<file path="config.mk">
export PLATFORM = sky130hd
export DESIGN_NAME = fetch_top
export DESIGN_NICKNAME = d
export VERILOG_FILES = /design/src/fetch_pkg.sv /design/src/fetch_icache_if.sv /design/src/fetch_top.sv /design/src/fetch_stage.sv /design/src/fetch_icache.sv
export SDC_FILE = /design/constraint.sdc
export NUM_CORES = 1
export LEC_CHECK = 0
export ABC_AREA = 1
export BUFFER_PORTS_ARGS = -buffer_cell sky130_fd_sc_hd__buf_4
export CORE_ASPECT_RATIO = 0.9
export CORE_UTILIZATION = 50
export CTS_BUF_LIST = sky130_fd_sc_hd__clkbuf_4 sky130_fd_sc_hd__clkbuf_8
export CTS_CLUSTER_SIZE = 28
export DETAILED_ROUTE_END_ITERATION = 8
export PLACE_DENSITY = 0.73
export SKIP_CTS_REPAIR_TIMING = 1
export SLEW_MARGIN = 20
export SYNTH_ARGS = -nofsm -noshare
export SYNTH_HDL_FRONTEND = slang
export SYNTH_SLANG_ARGS = --single-unit
export TNS_END_PERCENT = 5
</file>
<file path="constraint.sdc">
create_clock -name i_clock -period 11.28 [get_ports i_clock]
set_input_delay 1.128 -clock i_clock [delete_from_list [all_inputs] [get_ports i_clock]]
set_output_delay 1.128 -clock i_clock [all_outputs]
set_load 0.005 [all_outputs]
</file>
<file path="src/fetch_pkg.sv">
package fetch_pkg;

	// Start address after reset
	localparam logic [31:0] RESET_PC = 32'h0000_0000;

	// Record given to decode
	localparam int FETCH_TAG_BITS = 8;

	typedef struct packed {
		logic [FETCH_TAG_BITS-1:0] tag;
		logic [31:0] instruction;
		logic [31:0] pc;
	} fetch_data_t;

	// Cache geometry, one word per line
	localparam int ICACHE_LINES = 16;
	localparam int ICACHE_INDEX_BITS = 4;

	// Tag covers the pc above the index and the byte offset
	localparam int ICACHE_TAG_BITS = 32 - ICACHE_INDEX_BITS - 2;

	// Major opcodes that end a fetch run
	localparam logic [6:0] OPCODE_JAL = 7'b1101111;
	localparam logic [6:0] OPCODE_JALR = 7'b1100111;
	localparam logic [6:0] OPCODE_BRANCH = 7'b1100011;
	localparam logic [6:0] OPCODE_SYSTEM = 7'b1110011;

	// Privileged system functions in bits 31:20
	localparam logic [11:0] FUNCT12_MRET = 12'h302;
	localparam logic [11:0] FUNCT12_WFI = 12'h105;

endpackage
</file>
<file path="src/fetch_icache_if.sv">
interface fetch_icache_if;

	// Address the stage wants next
	logic [31:0] pc;

	// Stage cannot take a word this cycle
	logic stall;

	// Cached word for pc, valid while ready is high
	logic [31:0] rdata;
	logic ready;

	modport stage (
		output pc,
		output stall,
		input rdata,
		input ready
	);

	modport cache (
		input pc,
		input stall,
		output rdata,
		output ready
	);

endinterface

</file>
<file path="src/fetch_top.sv">
module fetch_top (
	input logic i_clock,
	input logic i_reset,

	// Execute side
	input logic i_jump,
	input logic [31:0] i_jump_pc,

	// Interrupt
	input logic i_irq_pending,
	input logic [31:0] i_irq_pc,
	output logic o_irq_dispatched,
	output logic [31:0] o_irq_epc,

	// Decode side
	input logic i_decode_busy,
	output logic [fetch_pkg::FETCH_TAG_BITS-1:0] o_fetch_tag,
	output logic [31:0] o_fetch_instruction,
	output logic [31:0] o_fetch_pc,

	// Fill bus
	output logic o_bus_request,
	output logic [31:0] o_bus_address,
	input logic i_bus_ready,
	input logic [31:0] i_bus_rdata
);

	fetch_pkg::fetch_data_t fetch_data;

	fetch_icache_if icache_bus ();

	fetch_stage fetch_stage_i (
		.i_clock(i_clock),
		.i_reset(i_reset),
		.i_jump(i_jump),
		.i_jump_pc(i_jump_pc),
		.i_irq_pending(i_irq_pending),
		.i_irq_pc(i_irq_pc),
		.o_irq_dispatched(o_irq_dispatched),
		.o_irq_epc(o_irq_epc),
		.i_decode_busy(i_decode_busy),
		.o_data(fetch_data),
		.icache(icache_bus.stage)
	);

	fetch_icache fetch_icache_i (
		.i_clock(i_clock),
		.i_reset(i_reset),
		.cache(icache_bus.cache),
		.o_bus_request(o_bus_request),
		.o_bus_address(o_bus_address),
		.i_bus_ready(i_bus_ready),
		.i_bus_rdata(i_bus_rdata)
	);

	// Record split for decode
	assign o_fetch_tag = fetch_data.tag;
	assign o_fetch_instruction = fetch_data.instruction;
	assign o_fetch_pc = fetch_data.pc;

endmodule

</file>
<file path="src/fetch_stage.sv">
module fetch_stage (
	input logic i_clock,
	input logic i_reset,

	// Execute side redirect
	input logic i_jump,
	input logic [31:0] i_jump_pc,

	// Interrupt
	input logic i_irq_pending,
	input logic [31:0] i_irq_pc,
	output logic o_irq_dispatched,
	output logic [31:0] o_irq_epc,

	// Decode side
	input logic i_decode_busy,
	output fetch_pkg::fetch_data_t o_data,

	// Instruction cache
	fetch_icache_if.stage icache
);

	typedef enum logic {
		STATE_RUNNING,
		STATE_WAITING
	} state_t;

	state_t state;
	logic [31:0] pc;

	// Fields of the word coming from the cache
	logic [6:0] opcode;
	logic [2:0] funct3;
	logic [11:0] funct12;

	logic is_jal;
	logic is_jalr;
	logic is_branch;
	logic is_mret;
	logic is_wfi;
	logic is_stop;
	logic take_word;

	assign opcode = icache.rdata[6:0];
	assign funct3 = icache.rdata[14:12];
	assign funct12 = icache.rdata[31:20];

	// Control-flow classification
	always_comb begin
		is_jal = (opcode == fetch_pkg::OPCODE_JAL);
		is_jalr = (opcode == fetch_pkg::OPCODE_JALR);
		is_branch = (opcode == fetch_pkg::OPCODE_BRANCH);
		is_mret = (opcode == fetch_pkg::OPCODE_SYSTEM) && (funct3 == 3'b000)
			&& (funct12 == fetch_pkg::FUNCT12_MRET);
		is_wfi = (opcode == fetch_pkg::OPCODE_SYSTEM) && (funct3 == 3'b000)
			&& (funct12 == fetch_pkg::FUNCT12_WFI);
		is_stop = is_jal || is_jalr || is_branch || is_mret || is_wfi;
	end

	// Stall also holds off new cache fills
	assign icache.stall = i_decode_busy || (state != STATE_RUNNING);
	assign icache.pc = pc;

	assign take_word = icache.ready && !icache.stall;

	always_ff @(posedge i_clock) begin
		if (i_reset) begin
			state <= STATE_RUNNING;
			pc <= fetch_pkg::RESET_PC;
			o_data <= '0;
			o_irq_dispatched <= 1'b0;
			o_irq_epc <= '0;
		end
		else begin
			o_irq_dispatched <= 1'b0;

			// Interrupt wins over fetch and jump
			if (i_irq_pending) begin
				o_irq_dispatched <= 1'b1;
				o_irq_epc <= pc;
				pc <= i_irq_pc;
				state <= STATE_RUNNING;
			end
			else begin
				case (state)
					STATE_RUNNING: begin
						if (take_word) begin
							o_data.tag <= o_data.tag + 1'b1;
							o_data.instruction <= icache.rdata;
							o_data.pc <= pc;

							// Target unknown here, park until execute resolves it
							if (is_stop) begin
								state <= STATE_WAITING;
							end
							else begin
								pc <= pc + 32'd4;
							end
						end
					end

					STATE_WAITING: begin
						if (i_jump) begin
							pc <= i_jump_pc;
							state <= STATE_RUNNING;
						end
					end

					default: begin
						state <= STATE_RUNNING;
					end
				endcase
			end
		end
	end

endmodule

</file>
<file path="src/fetch_icache.sv">
module fetch_icache (
	input logic i_clock,
	input logic i_reset,

	// Fetch stage side
	fetch_icache_if.cache cache,

	// Fill bus
	output logic o_bus_request,
	output logic [31:0] o_bus_address,
	input logic i_bus_ready,
	input logic [31:0] i_bus_rdata
);

	localparam int INDEX_BITS = fetch_pkg::ICACHE_INDEX_BITS;
	localparam int TAG_BITS = fetch_pkg::ICACHE_TAG_BITS;
	localparam int LINES = fetch_pkg::ICACHE_LINES;

	// Line storage
	logic [LINES-1:0] line_valid;
	logic [TAG_BITS-1:0] line_tag [LINES];
	logic [31:0] line_word [LINES];

	// Lookup for the current pc
	logic [INDEX_BITS-1:0] lookup_index;
	logic [TAG_BITS-1:0] lookup_tag;
	logic hit;

	// Fill target comes from the latched bus address
	logic [INDEX_BITS-1:0] fill_index;
	logic [TAG_BITS-1:0] fill_tag;
	logic fill_start;
	logic fill_done;

	assign lookup_index = cache.pc[INDEX_BITS+1:2];
	assign lookup_tag = cache.pc[31:INDEX_BITS+2];

	assign fill_index = o_bus_address[INDEX_BITS+1:2];
	assign fill_tag = o_bus_address[31:INDEX_BITS+2];

	always_comb begin
		hit = line_valid[lookup_index] && (line_tag[lookup_index] == lookup_tag);
	end

	// Hit path is purely combinational
	assign cache.ready = hit;
	assign cache.rdata = line_word[lookup_index];

	// New fill only when idle, missing and the stage wants a word
	assign fill_start = !o_bus_request && !hit && !cache.stall;

	// Bus data accepted, line written on this edge
	assign fill_done = o_bus_request && i_bus_ready;

	// Request level and valid bits
	always_ff @(posedge i_clock) begin
		if (i_reset) begin
			o_bus_request <= 1'b0;
			line_valid <= '0;
		end
		else begin
			if (fill_done) begin
				o_bus_request <= 1'b0;
				line_valid[fill_index] <= 1'b1;
			end
			else if (fill_start) begin
				// Stays up until the bus answers, even if stall rises
				o_bus_request <= 1'b1;
			end
		end
	end

	// Missing address is held for the whole fill
	always_ff @(posedge i_clock) begin
		if (fill_start) begin
			o_bus_address <= {cache.pc[31:2], 2'b00};
		end
	end

	// Tag and word arrays
	always_ff @(posedge i_clock) begin
		if (fill_done) begin
			line_tag[fill_index] <= fill_tag;
			line_word[fill_index] <= i_bus_rdata;
		end
	end

endmodule

</file>
==> flow_summary.toml, run 1 <==
[outcome]
status = "finished, final reports clean"

[drt]
first_iter_violations = 4155
drcViolationCount = 0
vias = 32600
detail-route-antenna-nets = 0
routed_wirelength_mm = 126
routedWlPerCell_um = 21.9
drt-vias-per-instance = 5.68
firstDrtPassIters = 6

[cts]
cts_sinks = 1117
cts_made_buffers = 171
ctsHtreeMaxLevel = 4
clock_latency_ns = 0.84
cts_root_buf = "clkbuf_8"
cts_buffer_depth = 3
cts_tree = "built"
clk_pin_slew_ns = 0.06

[worst_setup_path]
crit_type = "reg -> reg"
worst_setup_path_end_kind = "register"
start_kind = "register"
path_cells = "buf_4 -> buf_4 -> nand2_1 -> nand2_1 -> nand2_1 -> nand3_1 -> nand3_1 -> nand3_1 -> nand2_1 -> nor2_1 -> nand2_1 -> nor2_1 -> nand2_1 -> nor2_1 -> nand3_4 -> o21ai_0 -> a21oi_1"
slowest_stage = "buf_4"
required_ns = 11.96
r2r_setup_slack_ns = 6.08
cp_slowest_stage_delay_ns = 0.82
cpMostUsedCell = "nand2_1"
path_max_fanout = 93
critical_path_arrival_ns = 5.89

[power]
total_power_mw = 8.75
p_sw_mw = 2.17
sw_frac_of_total_pct = 24.8
peakVddDrop_uv = 82.1
p_leak_nw = 19.3
comb_power_share_pct = 8.4
p_int_mw = 6.58
clockPowerShare_pct = 38.9
pwr-share-seq_pct = 52.8
p_per_area_nw_per_um2 = 169

[grt]
grt_pass1_wl_mm = 185
grt_max_degree = 261
grt_pass1_vias = 30300
antenna_found_initial = 4
grt_usage_pct = 26.6
overflow = 0

[layout]
area_delta_synth_final_pct = 13.1
final_core_util_pct = 57.0
nFillCells = 7276
nNetsFinal = 4473
seqCellArea_um2 = 32000
fin_area_um2 = 51900
fin_cells = 5740
multi_input_area_um2 = 11900
drive_gt1_share_pct = 13.7

[logic_synthesis]
yosys-top-cells-area = "edfxtp_1 63%, dfxtp_1 6.9%, nor2_1 6.0%"
synth_fa_ha_area_share_pct = 0.0545
synth_edf_count = 958
synth_top_family_by_area = "simple AND/OR/NAND/NOR gates"
synth-async-reset-ratio_pct = 0
synth_top_area_cell = "edfxtp_1"
mappedNetlistArea_um2 = 45900
ys.flop_type = "edfxtp_1"
yosys.cell_count.top_type = "edfxtp_1"
synth-xor-area-share_pct = 0.534
ys_ff_latch = 1117
ys_warn_count = 0
synth_compound_area_share_pct = 7.75
syn_avg_cell_area_um2 = 11.0
synth_common_cells = "958 x edfxtp_1, 732 x nor2_1, 728 x nand2_1"
muxShareOfSynthArea_pct = 0
synth_top_area_share_pct = 62.7
ys_seq_area_share_pct = 69.6
synth-simple-area-share_pct = 17.2
syn_inst = 4163
synth.distinct_cells = 52

[sta]
timing.hold.ws_ns = 0.448
worst_slew_pin_slew_ns = 1.26
max_freq_mhz = 192
final.setup.tns_ns = 0
layout_min_cycle_time_ns = 5.20
slew_viol_final = 0
setup_slack_ns = 6.08
max_slew_margin_pct = 15.9
hold_viol_final = 0
rsz0062_at_grt = "no"
finalClockSkew_ns = 0.0411
setup_violations = 0
min_period_over_period_pct = 46.1

[floorplan]
die_h_um = 289
rows = 105
dieArea_um2 = 93000
start_util_pct = 50.4
coreArea_um2 = 91000
ios = 240
die_w_um = 321

[placement]
io_buffers = 237
place.detailed.hpwl_mm = 68.4
place_congestion = 0.934
post-place-ws_ns = 6.19
placedCellCount = 5426
placed_cell_area_um2 = 48400

[hold_path]
min_path_type = "reg -> reg"

[job]
max_cap_violations = 0
==> sequential cells by signal, indices dropped and copies added, names as in the netlist, named ones only <==
name,cells
fetch_icache_i.line_valid,16
fetch_stage_i.o_irq_epc,32
fetch_icache_i.o_bus_address,30
fetch_stage_i.o_irq_dispatched,1
fetch_stage_i.o_data,72
fetch_icache_i.line_word,512
fetch_icache_i.line_tag,416
fetch_stage_i.icache.pc,32
fetch_icache_i.o_bus_request,1
fetch_stage_i.state,1
==> cell type report <==
| type | count | share of cell area, % |
|---|---|---|
| antenna | 3 | 0.0145 |
| clock buffer | 244 | 5.71 |
| clock inverter | 67 | 0.991 |
| inverter | 220 | 1.64 |
| multi-input combinational | 2574 | 22.9 |
| sequential | 1117 | 61.6 |
| tap | 1230 | 2.97 |
| timing repair buffer | 285 | 4.15 |
==> layout by cell type, fill, tap and decap left out, types with 63 or more instances in the layout <==
cell type and instances:
o211ai_1 87, clkbuf_4 63, nand2_1 728, nor2_1 714
nand3_1 407, buf_4 284, edfxtp_1 958, clkbuf_8 181
inv_1 209, dfxtp_1 155, o21ai_0 358
==> routing by layer <==
| metal | GRT usage (%) | share of wire (%) | up-vias |
|---|---|---|---|
| met5 | 0 | 0.010 | - |
| met4 | 9.85 | 2.9 | 2 |
| met3 | 5.61 | 9.7 | 269 |
| met2 | 41.5 | 47 | 1710 |
| met1 | 36.8 | 40 | 15800 |
| li1 | - | - | 14900 |
==> power groups by stage <==
stage / clock network [mW] / registers, mW / logic [mW]
after global placement: 0 / 4.70 / 0.706
after floorplan: 0 / 4.67 / 0.471
after detailed placement: 0 / 4.70 / 0.716
after CTS: 3.43 / 4.61 / 0.719
final: 3.40 / 4.62 / 0.732
after global routing: 3.61 / 4.62 / 0.797
==> path summary, 6_finish.rpt <==
check / startpoint / end / cells past startpoint
worst min-delay path: fetch_stage_i.o_data[48]$_SDFFE_PP0P_ / fetch_stage_i.o_data[48]$_SDFFE_PP0P_ / 2
worst max-delay path: register / fetch_stage_i.o_data[64]$_SDFFE_PP0P_ / 17
worst min register to register: fetch_stage_i.o_data[48]$_SDFFE_PP0P_ / fetch_stage_i.o_data[48]$_SDFFE_PP0P_ / 2
worst max register to register: register / fetch_stage_i.o_data[64]$_SDFFE_PP0P_ / 17
==> cells by family after synthesis <==
| group | count (synthesis) |
|---|---|
| and+or+nand+nor | 1923 |
| DFF | 1117 |
| xor gates and xnor gates | 28 |
| adders and majority gates | 2 |
| buffers and inverters | 473 |
| AOI/OAI and AO/OA | 619 |
| other | 1 |
==> critical path, delay by kind of cell, from the launching register on <==
family,cells,cell delay [ns]
flops,1,0.38
simple gates,13,2.39
compound gates,2,0.50
buf+inv,2,1.63
Note: power is estimated with default switching activity, not from simulation.
==> run 2, diff against run 1 <==
ABC_AREA = 0   (was 1)
clock period = 4.98 ns   (was 11.28 ns; I/O delays follow)
==> flow_summary.toml, run 2 <==
[outcome]
status = "finished, final reports clean"

[sta]
finalClockSkew_ns = 0.0490
hold_viol_final = 0
max_slew_margin_pct = 22.3
setup_slack_ns = 0.367
max_freq_mhz = 217
worst_slew_pin_slew_ns = 1.16
timing.hold.ws_ns = 0.000183
slew_viol_final = 0
layout_min_cycle_time_ns = 4.61
min_period_over_period_pct = 92.6
setup_violations = 0
final.setup.tns_ns = 0
rsz0062_at_grt = "no"

[placement]
placedCellCount = 3698
place.detailed.hpwl_mm = 64.5
post-place-ws_ns = 0.353
place_congestion = 0.888
io_buffers = 237
placed_cell_area_um2 = 47300

[power]
p_int_mw = 14.7
pwr-share-seq_pct = 55.1
sw_frac_of_total_pct = 22.6
p_per_area_nw_per_um2 = 372
p_sw_mw = 4.28
comb_power_share_pct = 6.2
p_leak_nw = 17.3
clockPowerShare_pct = 38.7
peakVddDrop_uv = 276
total_power_mw = 19.0

[cts]
cts_root_buf = "clkbuf_8"
cts_sinks = 1117
cts_made_buffers = 166
cts_tree = "built"
clk_pin_slew_ns = 0.06
ctsHtreeMaxLevel = 4
cts_buffer_depth = 3
clock_latency_ns = 0.83

[layout]
largest_register_ffs = 512
final_cell_mix = "958 x edfxtp_1, 306 x buf_4, 234 x mux4_2, 179 x clkbuf_8, 171 x mux2i_1"
drive_gt1_share_pct = 30.6
final_core_util_pct = 59.1
area_delta_synth_final_pct = 16.5
nNetsFinal = 2860
largest_register = "fetch_icache_i.line_word"
fin_cells = 4033
nFillCells = 6274
mostFrequentLayoutCell = "edfxtp_1"
fin_area_um2 = 50900
top_regs = "fetch_icache_i.line_word: 512 flops, fetch_icache_i.line_tag: 416 flops, fetch_stage_i.o_data: 72 flops"
antenna_cells = 0

[logic_synthesis]
ys_warn_count = 0
synth.distinct_cells = 72
ys_ff_latch = 1117
synth_edf_count = 958
syn_inst = 2381
yosys-top-cells-area = "edfxtp_1 66%, mux4_2 12%, dfxtp_1 7.3%"
syn_avg_cell_area_um2 = 18.4
mappedNetlistArea_um2 = 43700
synth_top_area_cell = "edfxtp_1"
synth-async-reset-ratio_pct = 0
ys_seq_area_share_pct = 73.1
yosys.cell_count.top_type = "edfxtp_1"
synth_common_cells = "958 x edfxtp_1, 234 x mux4_2, 171 x mux2i_1"
synth_top_area_share_pct = 65.8
ys.flop_type = "edfxtp_1"

[floorplan]
coreArea_um2 = 86300
ios = 240
start_util_pct = 50.7
die_h_um = 283
die_w_um = 314
dieArea_um2 = 88700
rows = 102

[worst_setup_path]
r2r_setup_slack_ns = 0.37
start_kind = "register"
critical_path_arrival_ns = 5.35
required_ns = 5.71
worst_setup_path_end_kind = "register"
path_max_fanout = 35
crit_type = "reg -> reg"

[drt]
routed_wirelength_mm = 111
drt-vias-per-instance = 6.11
vias = 24600
firstDrtPassIters = 6
drcViolationCount = 0
detail-route-antenna-nets = 0
first_iter_violations = 2813
routedWlPerCell_um = 27.5

[grt]
overflow = 0
grt_pass1_vias = 24400
grt_pass1_wl_mm = 161
antenna_found_initial = 0
grt_usage_pct = 25.0
grt_max_degree = 122

[job]
max_cap_violations = 0

[hold_path]
min_path_type = "in -> reg"
[run 2: cell types whose count changed in the layout (fill, tap and decap cells not counted), moves of 29 or more]
cell,before,now
inv_1,209,16
o21ai_1,57,1
o211ai_1,87,6
nand2_1,728,80
o21ai_0,358,53
mux2i_1,0,171
mux4_2,0,234
dlygate4sd3_1,0,34
xnor2_1,3,32
nand3_1,407,23
nor2_1,714,155
a22oi_1,0,45
[run 2: kinds of logic (layout without fill, tap and decap cells)]
logic type	after synthesis	after routing	share of synthesized area, %
mux	423	423	16.4
flops	1117	1117	73.1
simple gates	397	397	4.29
compound gates	219	219	3.36
buf+inv	175	682	1.86
fa+ha+maj	2	2	0.0572
xor+xnor	47	47	0.941
other cells	1	2	0.00857
[run 2: metal layers]
metal / global-route usage (%) / share of wire, %
met5: 0 / 0
met4: 8.28 / 2.4
met3: 5.07 / 9.6
met2: 39.6 / 48
met1: 35.1 / 39
[run 2: cell type report]
class	count	area, µm²	share of cell area (%)
Sequential cell	1117	32000	62.7
Multi-Input combinational cell	1090	11100	21.8
Timing Repair Buffer	362	3080	6.05
Tap cell	1144	1430	2.81
Inverter	19	71.3	0.140
Clock inverter	73	454	0.891
Clock buffer	228	2830	5.56
[run 2: worst paths after layout]
path / cells after the start / startpoint / end
setup / recovery: 11 / register / fetch_stage_i.icache.pc[14]$_SDFFE_PP0P_
hold / removal: 3 / i_irq_pc[31] / fetch_stage_i.icache.pc[31]$_SDFFE_PP0P_
setup reg to reg: 11 / register / fetch_stage_i.icache.pc[14]$_SDFFE_PP0P_
hold reg to reg: 2 / fetch_icache_i.line_valid[5]$_SDFFE_PP0P_ / fetch_icache_i.line_valid[5]$_SDFFE_PP0P_
[run 2: power groups by stage]
stage	clock, mW	sequential [mW]	combinational [mW]
6_report	7.34	10.4	1.18
5_1_grt	7.87	10.4	1.25
4_1_cts	7.45	10.4	1.16
3_5_place_dp	0	10.6	1.16
3_3_place_gp	0	10.6	1.13
2_1_floorplan	0	10.5	0.755
[run 2: worst max-delay path, stage by stage, from the launching register on]
cell      delay [ns]
dfxtp_4         0.79
buf_4           0.37
mux4_2          0.52
a22oi_1         0.23
nand2_1         0.10
nor4_1          0.65
and4_1          0.33
a21oi_1         0.25
nand4_1         0.39
nand2_2         0.29
buf_4           0.30
a211oi_1        0.23
